**config.mk**
```make
export PLATFORM = sky130hd
export DESIGN_NAME = cci_checker_top
export DESIGN_NICKNAME = d
export VERILOG_FILES = /design/src/logic/cci_checker_pkg.sv /design/src/logic/cci_checker_ifs.sv /design/src/logic/c0_read_checker.sv /design/src/logic/c1_write_checker.sv /design/src/logic/mmio_read_tracker.sv /design/src/logic/err_log_arbiter.sv /design/src/logic/apb_log_regs.sv /design/src/logic/cci_checker_top.sv
export VERILOG_INCLUDE_DIRS = /design/src /design/src/logic
export SDC_FILE = /design/constraint.sdc
export NUM_CORES = 1
export LEC_CHECK = 0
export BUFFER_PORTS_ARGS = -buffer_cell sky130_fd_sc_hd__buf_4
export CORE_ASPECT_RATIO = 1.4
export CORE_MARGIN = 2
export CORE_UTILIZATION = 43
export DETAILED_ROUTE_END_ITERATION = 10
export GPL_TIMING_DRIVEN = 0
export PLACE_DENSITY = 0.66
export SLEW_MARGIN = 0
export SYNTH_ARGS = -nofsm -noshare
export SYNTH_HDL_FRONTEND = slang
export SYNTH_HIERARCHICAL = 1
export SYNTH_SLANG_ARGS = --single-unit
```
**constraint.sdc**
```tcl
create_clock -name clk -period 5.63 [get_ports clk]
set_clock_uncertainty 0.15 [all_clocks]
set_input_delay 1.689 -clock clk [delete_from_list [all_inputs] [get_ports clk]]
set_output_delay 1.689 -clock clk [all_outputs]
set_load 0.05 [all_outputs]
```
**src/logic/cci_checker_params.svh**
```systemverilog
////////////////////////////////////////////////////////////
// CCI request checker constants: request and length codes,
// error codes, log depth, MMIO timeout and APB register map
////////////////////////////////////////////////////////////
`ifndef CCI_CHECKER_PARAMS_SVH
`define CCI_CHECKER_PARAMS_SVH

// CCI-P request types
`define REQ_WRLINE_I 4'h1
`define REQ_WRLINE_M 4'h2
`define REQ_RDLINE_S 4'h4
`define REQ_WRFENCE  4'h5
`define REQ_RDLINE_I 4'h6

// Cache-line length codes
`define LEN_1CL 2'd0
`define LEN_2CL 2'd1
`define LEN_3CL 2'd2
`define LEN_4CL 2'd3

// Error codes, lowest wins inside one checker
`define ERR_C0_BAD_REQ       4'd1
`define ERR_C0_LEN3          4'd2
`define ERR_C0_ALIGN         4'd3
`define ERR_C1_BAD_REQ       4'd4
`define ERR_C1_LEN3          4'd5
`define ERR_C1_ALIGN         4'd6
`define ERR_C1_SOP           4'd7
`define ERR_C1_ADDR_SEQ      4'd8
`define ERR_C1_VC            4'd9
`define ERR_MMIO_TIMEOUT     4'd10
`define ERR_MMIO_UNSOLICITED 4'd11
`define ERR_MMIO_TID         4'd12

// Error record payload width
`define ERR_INFO_W 24

// Log and MMIO limits
`define LOG_DEPTH    16
`define MMIO_TIMEOUT 512
`define MMIO_CNT_W   10

// APB register map, one word per log entry
`define REG_COUNT    12'h000
`define REG_CLEAR    12'h008
`define REG_LOG_BASE 12'h040
// Keeps page bits and byte lane of a log access
`define REG_LOG_MASK 12'hFC3

`endif

```
**src/logic/cci_checker_pkg.sv**
```systemverilog
////////////////////////////////////////////////////////////
// Shared types of the CCI request checker
////////////////////////////////////////////////////////////
package cci_checker_pkg;

   // Cache-line address and request header fields
   typedef logic [31:0] cl_addr_t;
   typedef logic [3:0]  req_type_t;
   typedef logic [1:0]  cl_len_t;
   typedef logic [1:0]  vc_t;

   // MMIO transaction id
   typedef logic [8:0]  tid_t;

   // Error log
   typedef logic [3:0]  err_code_t;
   // Code in 31:24, low address or tid in 23:0
   typedef logic [31:0] log_entry_t;
   typedef logic [3:0]  log_idx_t;
   // Holds 0 to 16
   typedef logic [4:0]  log_cnt_t;

   // Multi-line write beat tracking, encoding equals beat index
   typedef enum logic [1:0] {
      EXPECT_FIRST,
      EXPECT_BEAT2,
      EXPECT_BEAT3,
      EXPECT_BEAT4
   } beat_state_e;

   typedef enum logic {
      MMIO_IDLE,
      MMIO_WAIT
   } mmio_state_e;

endpackage

```
**src/logic/cci_checker_ifs.sv**
```systemverilog
////////////////////////////////////////////////////////////
// Error report handshake and log read interfaces
////////////////////////////////////////////////////////////
`timescale 1ns/10ps
`include "cci_checker_params.svh"

// One pending error record, held until granted
interface err_report_if
   import cci_checker_pkg::*;
();
   logic                   req;
   err_code_t              code;
   logic [`ERR_INFO_W-1:0] info;
   logic                   gnt;

   modport reporter (output req, code, info, input gnt);
   modport arbiter  (input req, code, info, output gnt);
endinterface

// Register block view of the error log
interface log_read_if
   import cci_checker_pkg::*;
();
   log_idx_t   rd_idx;
   logic       clear;
   log_entry_t rd_data;
   log_cnt_t   count;

   modport regs (output rd_idx, clear, input rd_data, count);
   modport log  (input rd_idx, clear, output rd_data, count);
endinterface

```
**src/logic/c0_read_checker.sv**
```systemverilog
////////////////////////////////////////////////////////////
// C0Tx read request checker: type, length and alignment
////////////////////////////////////////////////////////////
`timescale 1ns/10ps
`include "cci_checker_params.svh"

module c0_read_checker
   import cci_checker_pkg::*;
(
   input  logic           clk,
   input  logic           rst_n,
   input  logic           c0tx_valid,
   input  req_type_t      c0tx_reqtype,
   input  cl_len_t        c0tx_len,
   input  cl_addr_t       c0tx_addr,
   err_report_if.reporter rpt
);

   logic      bad_req;
   logic      len3_err;
   logic      align_err;
   logic      err_hit;
   logic      capture;
   err_code_t err_code;

   // Only the two read types are legal on C0
   assign bad_req = c0tx_valid &&
      !(c0tx_reqtype == `REQ_RDLINE_S || c0tx_reqtype == `REQ_RDLINE_I);
   assign len3_err = c0tx_valid && c0tx_len == `LEN_3CL;
   // 2-line needs even address, 4-line needs 4-line boundary
   assign align_err = c0tx_valid &&
      ((c0tx_len == `LEN_2CL && c0tx_addr[0]) ||
       (c0tx_len == `LEN_4CL && c0tx_addr[1:0] != 2'b00));
   assign err_hit = bad_req || len3_err || align_err;

   // Lowest code first
   assign err_code = bad_req  ? `ERR_C0_BAD_REQ :
                     len3_err ? `ERR_C0_LEN3    : `ERR_C0_ALIGN;

   // New record only when slot is free or being granted now
   assign capture = err_hit && (!rpt.req || rpt.gnt);

   always_ff @(posedge clk) begin
      if (!rst_n) begin
         rpt.req <= 1'b0;
      end else if (capture) begin
         rpt.req <= 1'b1;
      end else if (rpt.gnt) begin
         rpt.req <= 1'b0;
      end
   end

   // Record payload
   always_ff @(posedge clk) begin
      if (capture) begin
         rpt.code <= err_code;
         rpt.info <= c0tx_addr[`ERR_INFO_W-1:0];
      end
   end

endmodule

```
**src/logic/c1_write_checker.sv**
```systemverilog
////////////////////////////////////////////////////////////
// C1Tx write checker: multi-line beat FSM with sop,
// address sequence and vc checks, one pending record
////////////////////////////////////////////////////////////
`timescale 1ns/10ps
`include "cci_checker_params.svh"

module c1_write_checker
   import cci_checker_pkg::*;
(
   input  logic           clk,
   input  logic           rst_n,
   input  logic           c1tx_valid,
   input  req_type_t      c1tx_reqtype,
   input  cl_len_t        c1tx_len,
   input  logic           c1tx_sop,
   input  vc_t            c1tx_vc,
   input  cl_addr_t       c1tx_addr,
   err_report_if.reporter rpt
);

   beat_state_e state;
   beat_state_e state_nxt;
   cl_addr_t    base_addr;
   vc_t         base_vc;
   cl_len_t     base_len;
   cl_addr_t    exp_addr;
   logic        wrline;
   logic        first;
   logic        multi_line;
   logic        bad_req;
   logic        len3_err;
   logic        align_err;
   logic        sop_err;
   logic        addr_err;
   logic        vc_err;
   logic        err_hit;
   logic        capture;
   err_code_t   err_code;

   assign wrline = c1tx_valid &&
      (c1tx_reqtype == `REQ_WRLINE_I || c1tx_reqtype == `REQ_WRLINE_M);
   // Fence is the only legal non-data request
   assign bad_req    = c1tx_valid && !wrline && c1tx_reqtype != `REQ_WRFENCE;
   assign first      = state == EXPECT_FIRST;
   assign multi_line = c1tx_len == `LEN_2CL || c1tx_len == `LEN_4CL;

   // Beat index is the state encoding
   assign exp_addr = base_addr + cl_addr_t'(state);

   // First beat checks
   assign len3_err  = wrline && first && c1tx_len == `LEN_3CL;
   assign align_err = wrline && first &&
      ((c1tx_len == `LEN_2CL && c1tx_addr[0]) ||
       (c1tx_len == `LEN_4CL && c1tx_addr[1:0] != 2'b00));

   // sop high on first beat only
   assign sop_err = wrline && (first ? !c1tx_sop : c1tx_sop);

   // Later beats follow base address and keep the vc
   assign addr_err = wrline && !first && c1tx_addr != exp_addr;
   assign vc_err   = wrline && !first && c1tx_vc != base_vc;

   assign err_hit = bad_req || len3_err || align_err || sop_err || addr_err || vc_err;

   // Lowest failing code
   always_comb begin
      if (bad_req)
         err_code = `ERR_C1_BAD_REQ;
      else if (len3_err)
         err_code = `ERR_C1_LEN3;
      else if (align_err)
         err_code = `ERR_C1_ALIGN;
      else if (sop_err)
         err_code = `ERR_C1_SOP;
      else if (addr_err)
         err_code = `ERR_C1_ADDR_SEQ;
      else
         err_code = `ERR_C1_VC;
   end

   // Advances on every write line, errors or not
   always_comb begin
      state_nxt = state;
      if (wrline) begin
         case (state)
            EXPECT_FIRST: state_nxt = multi_line ? EXPECT_BEAT2 : EXPECT_FIRST;
            EXPECT_BEAT2: state_nxt = (base_len == `LEN_4CL) ? EXPECT_BEAT3 : EXPECT_FIRST;
            EXPECT_BEAT3: state_nxt = EXPECT_BEAT4;
            default:      state_nxt = EXPECT_FIRST;
         endcase
      end
   end

   always_ff @(posedge clk) begin
      if (!rst_n) begin
         state <= EXPECT_FIRST;
      end else begin
         state <= state_nxt;
      end
   end

   // Header of a multi-line write
   always_ff @(posedge clk) begin
      if (wrline && first && multi_line) begin
         base_addr <= c1tx_addr;
         base_vc   <= c1tx_vc;
         base_len  <= c1tx_len;
      end
   end

   // Pending record slot
   assign capture = err_hit && (!rpt.req || rpt.gnt);

   always_ff @(posedge clk) begin
      if (!rst_n) begin
         rpt.req <= 1'b0;
      end else if (capture) begin
         rpt.req <= 1'b1;
      end else if (rpt.gnt) begin
         rpt.req <= 1'b0;
      end
   end

   always_ff @(posedge clk) begin
      if (capture) begin
         rpt.code <= err_code;
         rpt.info <= c1tx_addr[`ERR_INFO_W-1:0];
      end
   end

endmodule

```
**src/logic/mmio_read_tracker.sv**
```systemverilog
////////////////////////////////////////////////////////////
// MMIO read tracker: timeout, unsolicited response and
// tid mismatch, one pending record
////////////////////////////////////////////////////////////
`timescale 1ns/10ps
`include "cci_checker_params.svh"

module mmio_read_tracker
   import cci_checker_pkg::*;
(
   input  logic           clk,
   input  logic           rst_n,
   input  logic           mmio_rd_req_valid,
   input  tid_t           mmio_rd_req_tid,
   input  logic           mmio_rd_rsp_valid,
   input  tid_t           mmio_rd_rsp_tid,
   err_report_if.reporter rpt
);

   mmio_state_e           state;
   tid_t                  req_tid;
   logic [`MMIO_CNT_W-1:0] wait_cnt;
   logic                  waiting;
   logic                  timeout;
   logic                  unsolicited;
   logic                  tid_err;
   logic                  capture;
   err_code_t             err_code;
   tid_t                  err_tid;

   assign waiting = state == MMIO_WAIT;
   // Response in the same cycle beats the timeout
   assign timeout     = waiting && !mmio_rd_rsp_valid &&
                        wait_cnt == `MMIO_CNT_W'(`MMIO_TIMEOUT - 1);
   assign unsolicited = !waiting && mmio_rd_rsp_valid;
   assign tid_err     = waiting && mmio_rd_rsp_valid && mmio_rd_rsp_tid != req_tid;

   assign err_code = timeout     ? `ERR_MMIO_TIMEOUT :
                     unsolicited ? `ERR_MMIO_UNSOLICITED : `ERR_MMIO_TID;
   // Timeout reports the stored tid, the others the response tid
   assign err_tid  = timeout ? req_tid : mmio_rd_rsp_tid;

   always_ff @(posedge clk) begin
      if (!rst_n) begin
         state    <= MMIO_IDLE;
         wait_cnt <= '0;
      end else if (!waiting) begin
         wait_cnt <= '0;
         if (mmio_rd_req_valid)
            state <= MMIO_WAIT;
      end else if (mmio_rd_rsp_valid || timeout) begin
         state <= MMIO_IDLE;
      end else begin
         wait_cnt <= wait_cnt + 1'b1;
      end
   end

   // Only one outstanding read is tracked
   always_ff @(posedge clk) begin
      if (!waiting && mmio_rd_req_valid)
         req_tid <= mmio_rd_req_tid;
   end

   assign capture = (timeout || unsolicited || tid_err) && (!rpt.req || rpt.gnt);

   always_ff @(posedge clk) begin
      if (!rst_n) begin
         rpt.req <= 1'b0;
      end else if (capture) begin
         rpt.req <= 1'b1;
      end else if (rpt.gnt) begin
         rpt.req <= 1'b0;
      end
   end

   always_ff @(posedge clk) begin
      if (capture) begin
         rpt.code <= err_code;
         rpt.info <= `ERR_INFO_W'(err_tid);
      end
   end

endmodule

```
**src/logic/err_log_arbiter.sv**
```systemverilog
////////////////////////////////////////////////////////////
// Round-robin arbiter over three error reporters, error log
// memory, entry count and irq
////////////////////////////////////////////////////////////
`timescale 1ns/10ps
`include "cci_checker_params.svh"

module err_log_arbiter
   import cci_checker_pkg::*;
(
   input  logic          clk,
   input  logic          rst_n,
   err_report_if.arbiter c0_rpt,
   err_report_if.arbiter c1_rpt,
   err_report_if.arbiter mmio_rpt,
   log_read_if.log       rd,
   output logic          irq
);

   log_entry_t             log_mem [`LOG_DEPTH];
   log_cnt_t               count;
   logic [2:0]             req_vec;
   logic [2:0]             gnt_vec;
   logic [1:0]             last_gnt;
   logic [1:0]             gnt_idx;
   logic [1:0]             slot;
   err_code_t              win_code;
   logic [`ERR_INFO_W-1:0] win_info;
   logic                   log_full;

   assign req_vec = {mmio_rpt.req, c1_rpt.req, c0_rpt.req};

   // Search starts at the requester after the last grant
   always_comb begin
      gnt_vec = 3'b000;
      gnt_idx = 2'd0;
      slot    = last_gnt;
      for (int i = 0; i < 3; i++) begin
         slot = (slot == 2'd2) ? 2'd0 : slot + 2'd1;
         if (gnt_vec == 3'b000 && req_vec[slot]) begin
            gnt_vec[slot] = 1'b1;
            gnt_idx       = slot;
         end
      end
   end

   assign c0_rpt.gnt   = gnt_vec[0];
   assign c1_rpt.gnt   = gnt_vec[1];
   assign mmio_rpt.gnt = gnt_vec[2];

   // Winning record
   always_comb begin
      case (gnt_idx)
         2'd1: begin
            win_code = c1_rpt.code;
            win_info = c1_rpt.info;
         end
         2'd2: begin
            win_code = mmio_rpt.code;
            win_info = mmio_rpt.info;
         end
         default: begin
            win_code = c0_rpt.code;
            win_info = c0_rpt.info;
         end
      endcase
   end

   // Grants go on when full, record is dropped
   assign log_full = count == log_cnt_t'(`LOG_DEPTH);

   always_ff @(posedge clk) begin
      if (|gnt_vec && !log_full && !rd.clear)
         log_mem[log_idx_t'(count)] <= {4'h0, win_code, win_info};
   end

   always_ff @(posedge clk) begin
      if (!rst_n) begin
         count    <= '0;
         last_gnt <= 2'd2;
         irq      <= 1'b0;
      end else begin
         if (rd.clear)
            count <= '0;
         else if (|gnt_vec && !log_full)
            count <= count + 1'b1;
         if (|gnt_vec)
            last_gnt <= gnt_idx;
         // One cycle behind count
         irq <= count != '0;
      end
   end

   assign rd.count   = count;
   assign rd.rd_data = log_mem[rd.rd_idx];

endmodule

```
**src/logic/apb_log_regs.sv**
```systemverilog
////////////////////////////////////////////////////////////
// APB slave for the error log: count, entries, clear
////////////////////////////////////////////////////////////
`timescale 1ns/10ps
`include "cci_checker_params.svh"

module apb_log_regs
   import cci_checker_pkg::*;
(
   input  logic        clk,
   input  logic        rst_n,
   input  logic        psel,
   input  logic        penable,
   input  logic        pwrite,
   input  logic [11:0] paddr,
   input  logic [31:0] pwdata,
   output logic [31:0] prdata,
   output logic        pready,
   output logic        pslverr,
   log_read_if.regs    rd
);

   logic rd_access;
   logic wr_access;
   logic is_count;
   logic is_clear;
   logic is_log;
   logic log_hit;

   // Zero wait states, access phase completes at once
   assign pready    = 1'b1;
   assign rd_access = psel && penable && !pwrite;
   assign wr_access = psel && penable && pwrite;

   // Address decode
   assign is_count = paddr == `REG_COUNT;
   assign is_clear = paddr == `REG_CLEAR;
   assign is_log   = (paddr & `REG_LOG_MASK) == `REG_LOG_BASE;
   assign rd.rd_idx = paddr[5:2];
   // Slots at or past count read as errors
   assign log_hit  = is_log && {1'b0, rd.rd_idx} < rd.count;

   always_comb begin
      if (rd_access && is_count)
         prdata = 32'(rd.count);
      else if (rd_access && log_hit)
         prdata = rd.rd_data;
      else
         prdata = '0;
   end

   assign pslverr = (rd_access && !is_count && !log_hit) || (wr_access && !is_clear);

   // Any non-zero write to REG_CLEAR, one cycle strobe
   always_ff @(posedge clk) begin
      if (!rst_n) begin
         rd.clear <= 1'b0;
      end else begin
         rd.clear <= wr_access && is_clear && |pwdata;
      end
   end

endmodule

```
**src/logic/cci_checker_top.sv**
```systemverilog
////////////////////////////////////////////////////////////
// CCI request checker top: C0, C1 and MMIO checkers,
// error log arbiter and APB register block
////////////////////////////////////////////////////////////
`timescale 1ns/10ps

module cci_checker_top
   import cci_checker_pkg::*;
(
   input  logic        clk,
   input  logic        rst_n,
   // C0Tx reads
   input  logic        c0tx_valid,
   input  req_type_t   c0tx_reqtype,
   input  cl_len_t     c0tx_len,
   input  cl_addr_t    c0tx_addr,
   // C1Tx writes
   input  logic        c1tx_valid,
   input  req_type_t   c1tx_reqtype,
   input  cl_len_t     c1tx_len,
   input  logic        c1tx_sop,
   input  vc_t         c1tx_vc,
   input  cl_addr_t    c1tx_addr,
   // MMIO read request and response
   input  logic        mmio_rd_req_valid,
   input  tid_t        mmio_rd_req_tid,
   input  logic        mmio_rd_rsp_valid,
   input  tid_t        mmio_rd_rsp_tid,
   // APB
   input  logic        psel,
   input  logic        penable,
   input  logic        pwrite,
   input  logic [11:0] paddr,
   input  logic [31:0] pwdata,
   output logic [31:0] prdata,
   output logic        pready,
   output logic        pslverr,
   output logic        irq
);

   err_report_if c0_rpt_if ();
   err_report_if c1_rpt_if ();
   err_report_if mmio_rpt_if ();
   log_read_if   log_rd_if ();

   c0_read_checker c0_read_checker_inst (
      .clk          (clk),
      .rst_n        (rst_n),
      .c0tx_valid   (c0tx_valid),
      .c0tx_reqtype (c0tx_reqtype),
      .c0tx_len     (c0tx_len),
      .c0tx_addr    (c0tx_addr),
      .rpt          (c0_rpt_if.reporter)
   );

   c1_write_checker c1_write_checker_inst (
      .clk          (clk),
      .rst_n        (rst_n),
      .c1tx_valid   (c1tx_valid),
      .c1tx_reqtype (c1tx_reqtype),
      .c1tx_len     (c1tx_len),
      .c1tx_sop     (c1tx_sop),
      .c1tx_vc      (c1tx_vc),
      .c1tx_addr    (c1tx_addr),
      .rpt          (c1_rpt_if.reporter)
   );

   mmio_read_tracker mmio_read_tracker_inst (
      .clk               (clk),
      .rst_n             (rst_n),
      .mmio_rd_req_valid (mmio_rd_req_valid),
      .mmio_rd_req_tid   (mmio_rd_req_tid),
      .mmio_rd_rsp_valid (mmio_rd_rsp_valid),
      .mmio_rd_rsp_tid   (mmio_rd_rsp_tid),
      .rpt               (mmio_rpt_if.reporter)
   );

   // Shared log, one record per cycle
   err_log_arbiter err_log_arbiter_inst (
      .clk      (clk),
      .rst_n    (rst_n),
      .c0_rpt   (c0_rpt_if.arbiter),
      .c1_rpt   (c1_rpt_if.arbiter),
      .mmio_rpt (mmio_rpt_if.arbiter),
      .rd       (log_rd_if.log),
      .irq      (irq)
   );

   apb_log_regs apb_log_regs_inst (
      .clk     (clk),
      .rst_n   (rst_n),
      .psel    (psel),
      .penable (penable),
      .pwrite  (pwrite),
      .paddr   (paddr),
      .pwdata  (pwdata),
      .prdata  (prdata),
      .pready  (pready),
      .pslverr (pslverr),
      .rd      (log_rd_if.regs)
   );

endmodule

```
---- Word-level counts from Yosys, hierarchy flattened ----
Memory sizes are Yosys's and may differ from the RTL's.
Cells that the tools add are included.
storage, ports and cells
  memories ................................ 1
  input port bits ......................... 150
  bits in writable memories ............... 448
  output and inout bits ................... 35
  register bits ........................... 139
  word-level logic and storage cells ...... 207
operators by class
  bitwise gates (word level) .............. 3
  reductions and logical operators ........ 95
  order comparisons ....................... 7
  equality and inequality tests ........... 26
  muxes and demuxes ....................... 47
  $add $sub $neg .......................... 6
memory list
  name                          words  bits a word  rd ports  clocked after memory_dff  write ports  line                   text
  err_log_arbiter_inst.log_mem  16     28           1         0                         1            err_log_arbiter.sv:20  log_entry_t log_mem [`LOG_DEPTH];
operators by type and width
  cell                   count
  $mux 32                2
  $pmux 24 s2            1
  $logic_and 1x1->1      45
  $add 32x2->32          1
  $ne 32x32->1           1
  $reduce_or 32->1       1
  $mux 1                 22
  $eq 2x2->1 const B     10
  $logic_or 1x1->1       19
  $mux 2                 9
  $logic_not 1->1        15
  $eq 12x4->1 const B    1
  $logic_not 12->1       1
  $mux 3                 4
  $add 10x1->10 const B  1
  $eq 10x9->1 const B    1
  $reduce_bool 2->1      5
  $lt 2x3->1 const B     3
  $mux 9                 1
  $ne 9x9->1             1
  $eq 2x1->1 const B     4
  $eq 4x3->1 const B     2
  $eq 8x3->1 const B     1
  $pmux 4 s2             1
  other kinds (21)       32

---- Longest topological paths before layout ----
Gate-level depths: netlist (run 1).
  depth after elaboration ................. 18
  mapped depth ............................ 11
  depth with buffers taken out ............ 10

---- Modules after synthesis ----
The synthesis (run 1) kept the hierarchy.
by module, submodules not included
  module             cells each  instances  area each (um^2)  sequential area each (um^2)
  err_log_arbiter    864         1          18038.6           13613.1
  c1_write_checker   309         1          3624.7            1981.9
  mmio_read_tracker  151         1          1575.3            870.8
  c0_read_checker    42          1          903.4             800.8
  apb_log_regs       82          1          624.3             20.0

---- Least setup slack after synthesis (run 1) ----
No wires, ideal clock.
  path type ............................... input port to output port
  start ................................... in paddr[9]
  end ..................................... out prdata[11]
  slack ................................... 0.401 ns
  required time ........................... 3.791 ns
  arrival time ............................ 3.390 ns
  buffers on the path ..................... 1
  stages on the path ...................... 5
  cell sequence ........................... or4_4 > nand4bb_4 > a211oi_4 > buf_6 > and2_1
between the ends
  cells in the longest elaborated chain, start to end .. 5
  elaborated cells on any way between the ends .. 7
  those cells by class .................... 1 x eq/ne; 2 x mux; 4 x reduce/logical
RTL lines
  item                  line                   text
  start: declaration    cci_checker_top.sv:33  input logic [11:0] paddr,
  $eq 8x3->1 (no line)  n/a
  $logic_and 1x1->1     apb_log_regs.sv:41     assign log_hit = is_log && {1'b0, rd.rd_idx} < rd.count;
  $logic_and 1x1->1     apb_log_regs.sv:46     else if (rd_access && log_hit)
  $mux 32               apb_log_regs.sv:46
  $mux 32 *             apb_log_regs.sv:44     if (rd_access && is_count)
  end: declaration      cci_checker_top.sv:35  output logic [31:0] prdata,
Every way passes the cells marked *; elsewhere a longest branch is shown, timed or not.

---- Final worst setup path (run 1) ----
  start ................................... in paddr[2]
  end ..................................... out prdata[4]
between the ends
  elaborated cells on any way between the ends .. 8
  those cells by class .................... 1 x order compare; 2 x mux; 4 x reduce/logical; 1 x memory
RTL lines
  item                      line                   text
  $mem_v2 16x28             n/a
  net log_rd_if.rd_data[4]  cci_checker_ifs.sv:26  log_entry_t rd_data;
  $mux 32                   apb_log_regs.sv:46
  $mux 32                   apb_log_regs.sv:44
The timed path passes the listed nets, and every way through them passes these cells.

==> results of run 1 <==
-- where the power goes --
| part | total (µW) | switching, µW | internal (µW) |
|---|---|---|---|
| registers | 5140 | 55.3 | 5090 |
| clock network | 3650 | 1580 | 2070 |
| logic | 923 | 584 | 340 |
| total | 9710 | 2220 | 7500 |
-- sequential cells by signal, indices dropped and copies added (netlist names), 2 cells and up --
register,count
c1_write_checker_inst/base_len,2
c1_write_checker_inst/rpt.code,4
c1_write_checker_inst/base_vc,2
mmio_read_tracker_inst/req_tid,9
mmio_read_tracker_inst/wait_cnt,10
mmio_read_tracker_inst/rpt.code,3
mmio_read_tracker_inst/rpt.info,9
c1_write_checker_inst/rpt.info,24
c1_write_checker_inst/base_addr,32
err_log_arbiter_inst/last_gnt,2
c0_read_checker_inst/rpt.info,24
err_log_arbiter_inst/log_mem,448
c1_write_checker_inst/state,2
err_log_arbiter_inst/rd.count,5
c0_read_checker_inst/rpt.code,2
-- worst max-delay path: cells and delay by family --
family | cells | cell delay [ns]
buffers and inverters | 6 | 0.88
muxes | 1 | 0.52
AOI/OAI and AO/OA | 2 | 0.49
and+or+nand+nor | 1 | 0.17
-- routing by layer --
layer  wire length [µm]  share of wire (%)  global-route usage (%)
met3               2381                4.1                   2.377
met5                  0                  0                       0
met2              31460                 55                   36.51
met1              21310                 37                   22.94
met4               2285                4.0                   7.642
-- synth_stat cells (6+ instances only) --
master | count | area [µm²]
a21oi_1 | 17 | 85.08
a22oi_1 | 85 | 638.1
a31oi_1 | 6 | 37.54
and2_1 | 31 | 193.9
and3_1 | 10 | 62.56
buf_1 | 9 | 33.78
buf_12 | 9 | 180.2
buf_2 | 13 | 65.06
buf_4 | 27 | 202.7
clkbuf_1 | 20 | 75.07
dfxtp_1 | 25 | 500.5
edfxtp_1 | 559 | 16790
ha_1 | 12 | 150.1
inv_1 | 21 | 78.83
mux2i_1 | 8 | 80.08
mux4_1 | 28 | 735.7
mux4_2 | 84 | 1892
nand2_1 | 124 | 465.5
nand2b_1 | 10 | 62.56
nand3_1 | 20 | 100.1
nand4_1 | 21 | 131.4
nor2_1 | 60 | 225.2
nor2b_1 | 18 | 112.6
nor3_1 | 9 | 45.04
nor4_1 | 16 | 100.1
o21ai_0 | 16 | 80.08
o21ai_1 | 32 | 160.2
xnor2_1 | 29 | 254.0
xor2_1 | 22 | 192.7
-- logic make-up after synthesis --
group / count (synthesis) / share of synthesized area [%]
flip-flops: 584 / 69.80
buffers and inverters: 105 / 2.849
AO/OA/AOI/OAI: 209 / 6.128
AND/OR/NAND/NOR: 359 / 7.634
other: 5 / 0.07579
XOR/XNOR: 51 / 1.804
multiplexers: 122 / 11.02
adder cells (fa/ha/maj): 13 / 0.6871
-- area by class of cell --
class | count | area [µm²]
Tap cell | 742 | 928.4
Clock inverter | 39 | 375.4
Sequential cell | 584 | 17290
Timing Repair Buffer | 196 | 1777
Clock buffer | 61 | 1399
Buffer | 84 | 680.7
Multi-Input combinational cell | 777 | 6974
Inverter | 21 | 78.83
Fill cell | 4650 | 27760
-- repair_timing --
action	CTS	global route
pin swaps	1	2
buffers inserted	2	3
gates resized for setup	17	7
endpoints found under the setup margin	27	5
-- stage by stage --
stage	setup slack [ns]	setup TNS [ns]
3_3_place_gp	-1.079	-43.77
3_5_place_dp	-0.4977	-9.507
5_1_grt	0.003215	0
2_1_floorplan	0.4014	0
6_report	0.03093	0
4_1_cts	-0.0008935	-0.0008935
-- worst max path at each step --
stage	end	slack, ns	depth (start not counted)
2_1_floorplan	prdata[11]	0.40	5
3_3_place_gp	err_log_arbiter_inst/log_mem[0][16]	-1.08	4
3_5_place_dp	prdata[14]	-0.50	8
4_1_cts	prdata[3]	-0.0009	10
5_1_grt	prdata[14]	0.003	8
6_report	prdata[4]	0.03	10
==> metrics.csv, run 1 <==
metric,value,unit
status,"finished, final reports clean",
CTS tree,yes,
Post-synth EDFFs,559,
"Distinct cells, synth",86,
cts hold-fix bufs,0,
ANT nets after route,0,
core area,57250,µm²
drt pass-1 iters,5,
final setup fails,0,
crit-path cells,buf_4 > buf_4 > buf_6 > buf_12 > buf_16 > mux4_2 > a22oi_1 > nand2_1 > a32o_1 > buf_4,
Worst R2R Setup Slack,0.89,ns
Critical Path Max Stage Delay,0.52,ns
period utilisation layout,99.45,%
depth of the worst register-to-register path,10,
DRC viols,0,
Antenna Cells,0,
placed cell areas,27610,µm²
Worst Path Required,3.79,ns
RSZ-0062 raised after global routing,no,
hold depth,1,
Die Span Y,288.0,µm
Achievable Freq,178.6,MHz
Die ar.,59560,µm²
Critical Path Fanout Max,10,
drt wl/cell,22.94,µm
main flop type after synthesis,edfxtp_1,
"most common cell after layout, fill and taps aside",edfxtp_1,
Via density,5.526,
port bufs,170,
Worst-Margin Slew,1.335,ns
average size of a mapped cell,17.10,µm²
final WL,57.44,mm
Slew HR,10.41,%
VDD IR max,0.0002536,V
utilization after layout,51.52,%
"Data arrival, critical path",3.76,ns
Cells after Synth,1448,
yosys warns,6,
area of the mapped netlist,24770,µm²
cts bufs inserted,53,
worst skew pair latency,0.59,ns
clock tree buffer depth,3,
post-route total power,9715,µW
HPWL Detailed,41.62,mm
die outline width,206.8,µm
share of cells above drive strength 1,27.36,%
IO Pins,185,
Synth async-reset ratio,0,%
Hold Crit Start,mmio_read_tracker_inst/wait_cnt[5],
placed insts,2399,
initial antenna violation count,0,
Final Critical Period,5.599,ns
gr usage total,19.65,%
global route overflow,0,
Max Slew Vio Count,0,
Min-Delay Path Class,flip-flop to flip-flop,
Area Growth Syn to Fin,19.11,%
worst hold slack,0.3418,ns
Worst R2R End,c1_write_checker_inst/rpt.info[19],
crit path from,paddr[2],
Worst setup EP type,output pin,
CP Launch Type,primary input,
number of global-route vias before repair,14530,
GPL Wtd Cong,0.8882,
FF-to-FF Start,c1_write_checker_inst/state[0],
first-pass GRT wire length,86.60,mm
final non-filler cell total,2504,
Layout Nets,1880,
max cap viols,0,
largest net degree at the start of global routing,37,
register area share after synthesis,69.80,%
power per cell area,329.3,nW/µm²
post-route cell area,29500,µm²
cell mode on critical path,buf_4,
FP Rows,104,
Lkg Pwr,0.01009,µW
clk root buf,clkbuf_16,
CP Class,primary input to output pin,
"commonest cells after routing, fill and taps aside","559 x edfxtp_1, 209 x buf_4, 124 x nand2_1",
DRT iter0 DRCs,1016,
initial core utilization,43.26,%
Crit-path slowest cell,mux4_2,
DR vias,13840,
Yosys reg bits,584,
Clock Sinks,584,
hold worst-path end,mmio_read_tracker_inst/wait_cnt[5],
Fin. Hold Viols,0,
CTS clock-pin slew for the worst setup and hold paths,0.06,ns
CTS H-tree depth,2,
Power figures use the tool's default switching activity.
==> run 2, diff against run 1 <==
- ABC_AREA: not set -> 1
- CTS_CLUSTER_DIAMETER: not set -> 60
- PLACE_DENSITY: 0.66 -> not set
==> metrics.csv, run 2 <==
metric,value,unit
status,"finished, violations left",
failing checks,"capacitance limit, slew limit",
Layout Nets,2662,
HPWL Detailed,54.70,mm
share of cells above drive strength 1,19.63,%
"most common cell after layout, fill and taps aside",edfxtp_1,
Cells after Synth,2213,
initial antenna violation count,0,
sw frac,33.32,%
Achievable Freq,178.8,MHz
Lkg Pwr,0.01189,µW
Min-Delay Path Class,flip-flop to flip-flop,
Internal Power,9320,µW
drt pass-1 iters,5,
gr usage total,23.66,%
average size of a mapped cell,11.81,µm²
max cap viols,1,
placed insts,3250,
CTS tree,yes,
Yosys reg bits,584,
most frequent cell after synthesis,edfxtp_1,
P_sw,4657,µW
Via density,5.242,
clock network power share,25.2,%
worst skew pair latency,0.61,ns
drt wl/cell,21.93,µm
top post-synthesis cells by area,"edfxtp_1 64%, mux2i_1 4.3%, nand2_1 4.1%",
FILL cells,5191,
Max Slew Vio Count,18,
initial core utilization,43.60,%
"Distinct cells, synth",46,
Worst-Margin Slew,1.559,ns
dpl ws,-0.7942,ns
max reg flops,448,
yosys warns,6,
CTS clock-pin slew for the worst setup and hold paths,0.06,ns
core area,59950,µm²
Synth async-reset ratio,0,%
DRT iter0 DRCs,1211,
Clock Sinks,584,
CP Launch Type,primary input,
FP Rows,106,
cts bufs inserted,57,
power per cell area,445.9,nW/µm²
Top Registers,"err_log_arbiter_inst/log_mem x448, c1_write_checker_inst/base_addr x32",
DR vias,17570,
final worst slack,0.03795,ns
Fin. Hold Viols,0,
cts hold-fix bufs,0,
final non-filler cell total,3352,
sequential share of power,48.6,%
port bufs,170,
RSZ-0062 raised after global routing,yes,
clk root buf,clkbuf_16,
IO Pins,185,
largest net degree at the start of global routing,33,
Setup Buffers After CTS,0,
Worst Path Required,3.79,ns
post-synth top area share,64.22,%
final setup fails,0,
Final Critical Period,5.592,ns
area of the mapped netlist,26140,µm²
worst hold slack,0.3431,ns
final WL,73.52,mm
Antenna Cells,0,
"Most flops, register",err_log_arbiter_inst/log_mem,
VDD IR max,0.0003167,V
Critical Path Fanout Max,10,
period utilisation layout,99.33,%
Die Span Y,295.7,µm
main flop type after synthesis,edfxtp_1,
list of most frequent post-synthesis cells,"559 x edfxtp_1, 285 x nand2_1, 235 x inv_1",
Area Growth Syn to Fin,19.92,%
ANT nets after route,0,
Yosys top cell by area,edfxtp_1,
Slew HR,-4.148,%
Post-Route Setup TNS,0,ns
CP Class,primary input to output pin,
CTS H-tree depth,2,
combinational share of power,26.2,%
die outline width,212.4,µm
global route overflow,0,
Worst setup EP type,output pin,
clock tree buffer depth,3,
utilization after layout,52.29,%
"commonest cells after routing, fill and taps aside","559 x edfxtp_1, 284 x nand2_1, 235 x inv_1",
GPL Wtd Cong,0.8781,
register area share after synthesis,66.13,%
Die ar.,62810,µm²
first-pass GRT wire length,108.7,mm
"Data arrival, critical path",3.75,ns
DRC viols,0,
number of global-route vias before repair,17910,
Post-synth EDFFs,559,
## run 2: changes by cell type in the layout (fill, tap and decap cells not counted), moves of 104 or more
cell,previous run,this run
inv_1,21,235
nand2_1,124,284
a21oi_1,17,172
o21ai_0,16,134
o211ai_1,2,113
mux2i_1,8,112
## run 2: power by group through the flow
stage | combinational, µW | clock (µW) | sequential (µW)
floorplan | 1880 | 0 | 6840
global placement | 3230 | 0 | 6940
detailed placement | 3560 | 0 | 6900
CTS | 3580 | 3580 | 6810
global route | 3940 | 3750 | 6840
finish | 3660 | 3520 | 6800
## run 2: cell type report
cell class              count  area, µm²  area share (%)
multi-input cells        1277       7644           24.38
inverters                 244      915.9           2.922
clock inverters            35      229.0          0.7305
flip-flops and latches    584      17290           55.15
well taps                 810       1013           3.233
plain buffers             125      793.3           2.531
repair buffers            210       2001           6.382
clock buffers              67       1464           4.670
## run 2: through the flow
step / area [µm²] / power (µW)
final: 31350 / 13980
after global routing: 31350 / 14520
after CTS: 31250 / 13980
after detailed placement: 29400 / 10470
after global placement: 28590 / 10160
after floorplan: 26300 / 8718
## run 2: final timing paths
path,start,end,slack [ns],cells after the start
setup / recovery,paddr[4],prdata[9],0.04,8
hold / removal,mmio_read_tracker_inst/wait_cnt[9],mmio_read_tracker_inst/wait_cnt[9],0.34,2
setup reg to reg,err_log_arbiter_inst/last_gnt[1],err_log_arbiter_inst/log_mem[7][25],1.11,16
hold reg to reg,mmio_read_tracker_inst/wait_cnt[9],mmio_read_tracker_inst/wait_cnt[9],0.34,2
## run 2: critical path, stage by stage
cell      delay [ns]
buf_4           0.10
buf_4           0.13
clkbuf_2        0.36
clkbuf_1        0.59
o211ai_1        0.23
nand2_1         0.11
nor3b_4         0.32
buf_6           0.21
## run 2: what timing repair did
item,in CTS,in global routing
cloned,0,0
hold endpoints to repair,0,0
pin swaps,0,2
endpoints found under the setup margin,28,25
gates resized for setup,73,34
## run 2: cell families after synthesis
group,synth area share [%]
compound gates,9.999
other cells,0.07181
simple gates,11.18
flops,66.13
buf+inv,5.935
xor+xnor,1.742
mux,4.289
fa+ha+maj,0.6510
## run 2: metal layers
layer,vias to the layer above,global-route usage (%),wire [µm]
li1,8362,-,-
met2,553,45.06,39850
met5,-,0,0
met1,8516,26.51,27170
met3,139,2.976,3707
met4,0,9.449,2794
==> run 3, diff against run 2 <==
- REMOVE_ABC_BUFFERS: not set -> 1
- SYNTH_HIERARCHICAL: 1 -> not set
- clock period: 5.63 -> 4.82 ns (I/O delays scaled with it)
==> metrics.csv, run 3 <==
metric,value,unit
Worst Path Required,3.22,ns
register area share after synthesis,69.28,%
DR vias,17630,
crit-path cells,buf_16 > ha_4 > a21oi_2 > o21bai_1 > a21oi_1 > o21ai_2 > nor2_4 > buf_12 > clkinvlp_4 > buf_12 > nor2_4 > buf_8,
core area,57390,µm²
Layout Nets,2488,
max reg flops,448,
max cap viols,0,
DRC viols,0,
Slew HR,13.97,%
worst skew pair latency,0.61,ns
Die ar.,59990,µm²
"commonest cells after routing, fill and taps aside","559 x edfxtp_1, 515 x nand2_1, 267 x a21oi_1",
CTS H-tree depth,2,
Yosys top cell by area,edfxtp_1,
hold worst-path end,mmio_read_tracker_inst.wait_cnt[4],
RSZ-0062 raised after global routing,yes,
main flop type after synthesis,edfxtp_1,
DRT iter0 DRCs,1350,
Die Span Y,289.0,µm
Fin. Hold Viols,0,
average size of a mapped cell,11.68,µm²
final non-filler cell total,3110,
Via density,5.670,
Max Slew Vio Count,0,
"most common cell after layout, fill and taps aside",edfxtp_1,
power per cell area,506.4,nW/µm²
Min-Delay Path Class,flip-flop to flip-flop,
Top Registers,"err_log_arbiter_inst.log_mem x448, c1_write_checker_inst.base_addr x32",
initial core utilization,43.48,%
Clock Sinks,584,
Cells after Synth,2137,
Post-synth EDFFs,559,
Worst setup EP type,output pin,
ANT nets after route,0,
hold depth,2,
HPWL Detailed,38.54,mm
cts bufs inserted,57,
worst hold slack,0.3162,ns
drt pass-1 iters,5,
CP Launch Type,primary input,
share of cells above drive strength 1,17.95,%
Area Growth Syn to Fin,22.60,%
VDD IR max,0.0004358,V
Worst Path Buf+Inv,5,
final WL,71.85,mm
list of most frequent post-synthesis cells,"559 x edfxtp_1, 516 x nand2_1, 268 x a21oi_1",
first-pass GRT wire length,105.0,mm
"Distinct cells, synth",50,
status,"finished, final reports clean",
Achievable Freq,208.2,MHz
port bufs,170,
Crit-path slowest cell,ha_4,
largest net degree at the start of global routing,73,
Worst R2R Setup Slack,0.39,ns
CTS clock-pin slew for the worst setup and hold paths,0.06,ns
CTS tree,yes,
gr usage total,23.39,%
"Most flops, register",err_log_arbiter_inst.log_mem,
IO Pins,185,
drt wl/cell,23.10,µm
Synth async-reset ratio,0,%
top post-synthesis cells by area,"edfxtp_1 67%, nand2_1 7.8%, a21oi_1 5.4%",
Final Critical Period,4.802,ns
post-synth top area share,67.28,%
yosys warns,0,
final setup fails,0,
GPL Wtd Cong,0.8282,
FILL cells,4738,
Worst-Margin Slew,1.290,ns
period utilisation layout,99.63,%
FF-to-FF Start,err_log_arbiter_inst.last_gnt[1],
CP Class,primary input to output pin,
number of global-route vias before repair,17280,
Critical Path Fanout Max,6,
Worst R2R End,err_log_arbiter_inst.log_mem[2][19],
Yosys reg bits,584,
Antenna Cells,0,
depth of the worst register-to-register path,13,
die outline width,207.6,µm
initial antenna violation count,0,
area of the mapped netlist,24950,µm²
Lkg Pwr,0.01116,µW
"Data arrival, critical path",3.21,ns
final worst slack,0.01805,ns
Critical Path Max Stage Delay,0.24,ns
Hold Crit Start,mmio_read_tracker_inst.wait_cnt[4],
most frequent cell after synthesis,edfxtp_1,
placed insts,2965,
Post-Route Setup TNS,0,ns
dpl ws,-2.291,ns
clock tree buffer depth,3,
clk root buf,clkbuf_16,
CP top delay family,buffers and inverters,
FP Rows,104,
global route overflow,0,
run 3: cell types whose count changed after synthesis, moves of 84 or more:
cell      delta
a21oi_1     +84
inv_1      -140
mux2i_1    -112
nand2_1    +231
o211ai_1   -112
o21ai_0    -116
run 3: per-stage QoR:
stage / area, µm² / utilization [%] / power [µW]
2_1_floorplan: 24510 / - / 9433
3_3_place_gp: 26710 / 46.55 / 10650
3_5_place_dp: 27380 / 47.72 / 10880
4_1_cts: 30390 / 52.96 / 15520
5_1_grt: 30590 / 53.30 / 16070
6_report: 30590 / 53.30 / 15490
run 3: worst reg2reg max path, delay by kind of cell (launching register included):
kind / cells / cell delay (ns)
and+or+nand+nor: 8 / 1.28
AOI/OAI and AO/OA: 1 / 0.41
buffers and inverters: 3 / 0.86
DFF: 1 / 0.46
adders and majority gates: 1 / 0.88
run 3: where the power goes:
group          internal, µW  switching, µW
clock network          2690           1900
registers              7440            149
logic                   697           2610
run 3: what timing repair did:
action	CTS	global route
gates cloned	17	4
gates resized for setup	117	24
pin swaps	13	15
setup endpoints to repair	445	28
hold buffers	0	0
setup buffers	18	4
run 3: final cells by class:
class / instances / area [µm²] / share of cell area, %
multi-input cells: 1343 / 7228 / 23.63
clock inverters: 34 / 416.7 / 1.362
inverters: 101 / 427.9 / 1.399
flip-flops and latches: 584 / 17290 / 56.51
clock buffers: 68 / 1498 / 4.896
repair buffers: 234 / 2755 / 9.007
well taps: 742 / 928.4 / 3.035
repair inverters: 4 / 47.55 / 0.1554
run 3: routing by layer:
metal  track usage (%)  up-vias  share of wire [%]
met1             28.44     8677                 39
met3             3.664      162                6.9
met2             41.58      733                 50
li1                  -     8061                  -
met4             9.857        0                4.0
met5                 0        -                  0
run 3: worst max-delay path by stage:
stage	start	endpoint	slack [ns]	cells past startpoint
2_1_floorplan	paddr[2]	prdata[0]	-2.22	9
3_3_place_gp	paddr[2]	prdata[27]	-5.92	11
3_5_place_dp	paddr[2]	prdata[0]	-2.29	12
4_1_cts	paddr[2]	prdata[12]	-0.05	14
5_1_grt	paddr[3]	prdata[6]	-0.05	12
6_report	paddr[3]	prdata[24]	0.02	12
run 3: cell families after synthesis:
logic type / Yosys count / share of synthesized area, %
and+or+nand+nor: 840 / 14.20
xor gates and xnor gates: 54 / 1.896
adders and majority gates: 13 / 0.6820
muxes: 9 / 0.4062
other: 2 / 0.03010
DFF: 584 / 69.28
buffers and inverters: 213 / 3.330
AOI/OAI and AO/OA: 422 / 10.18
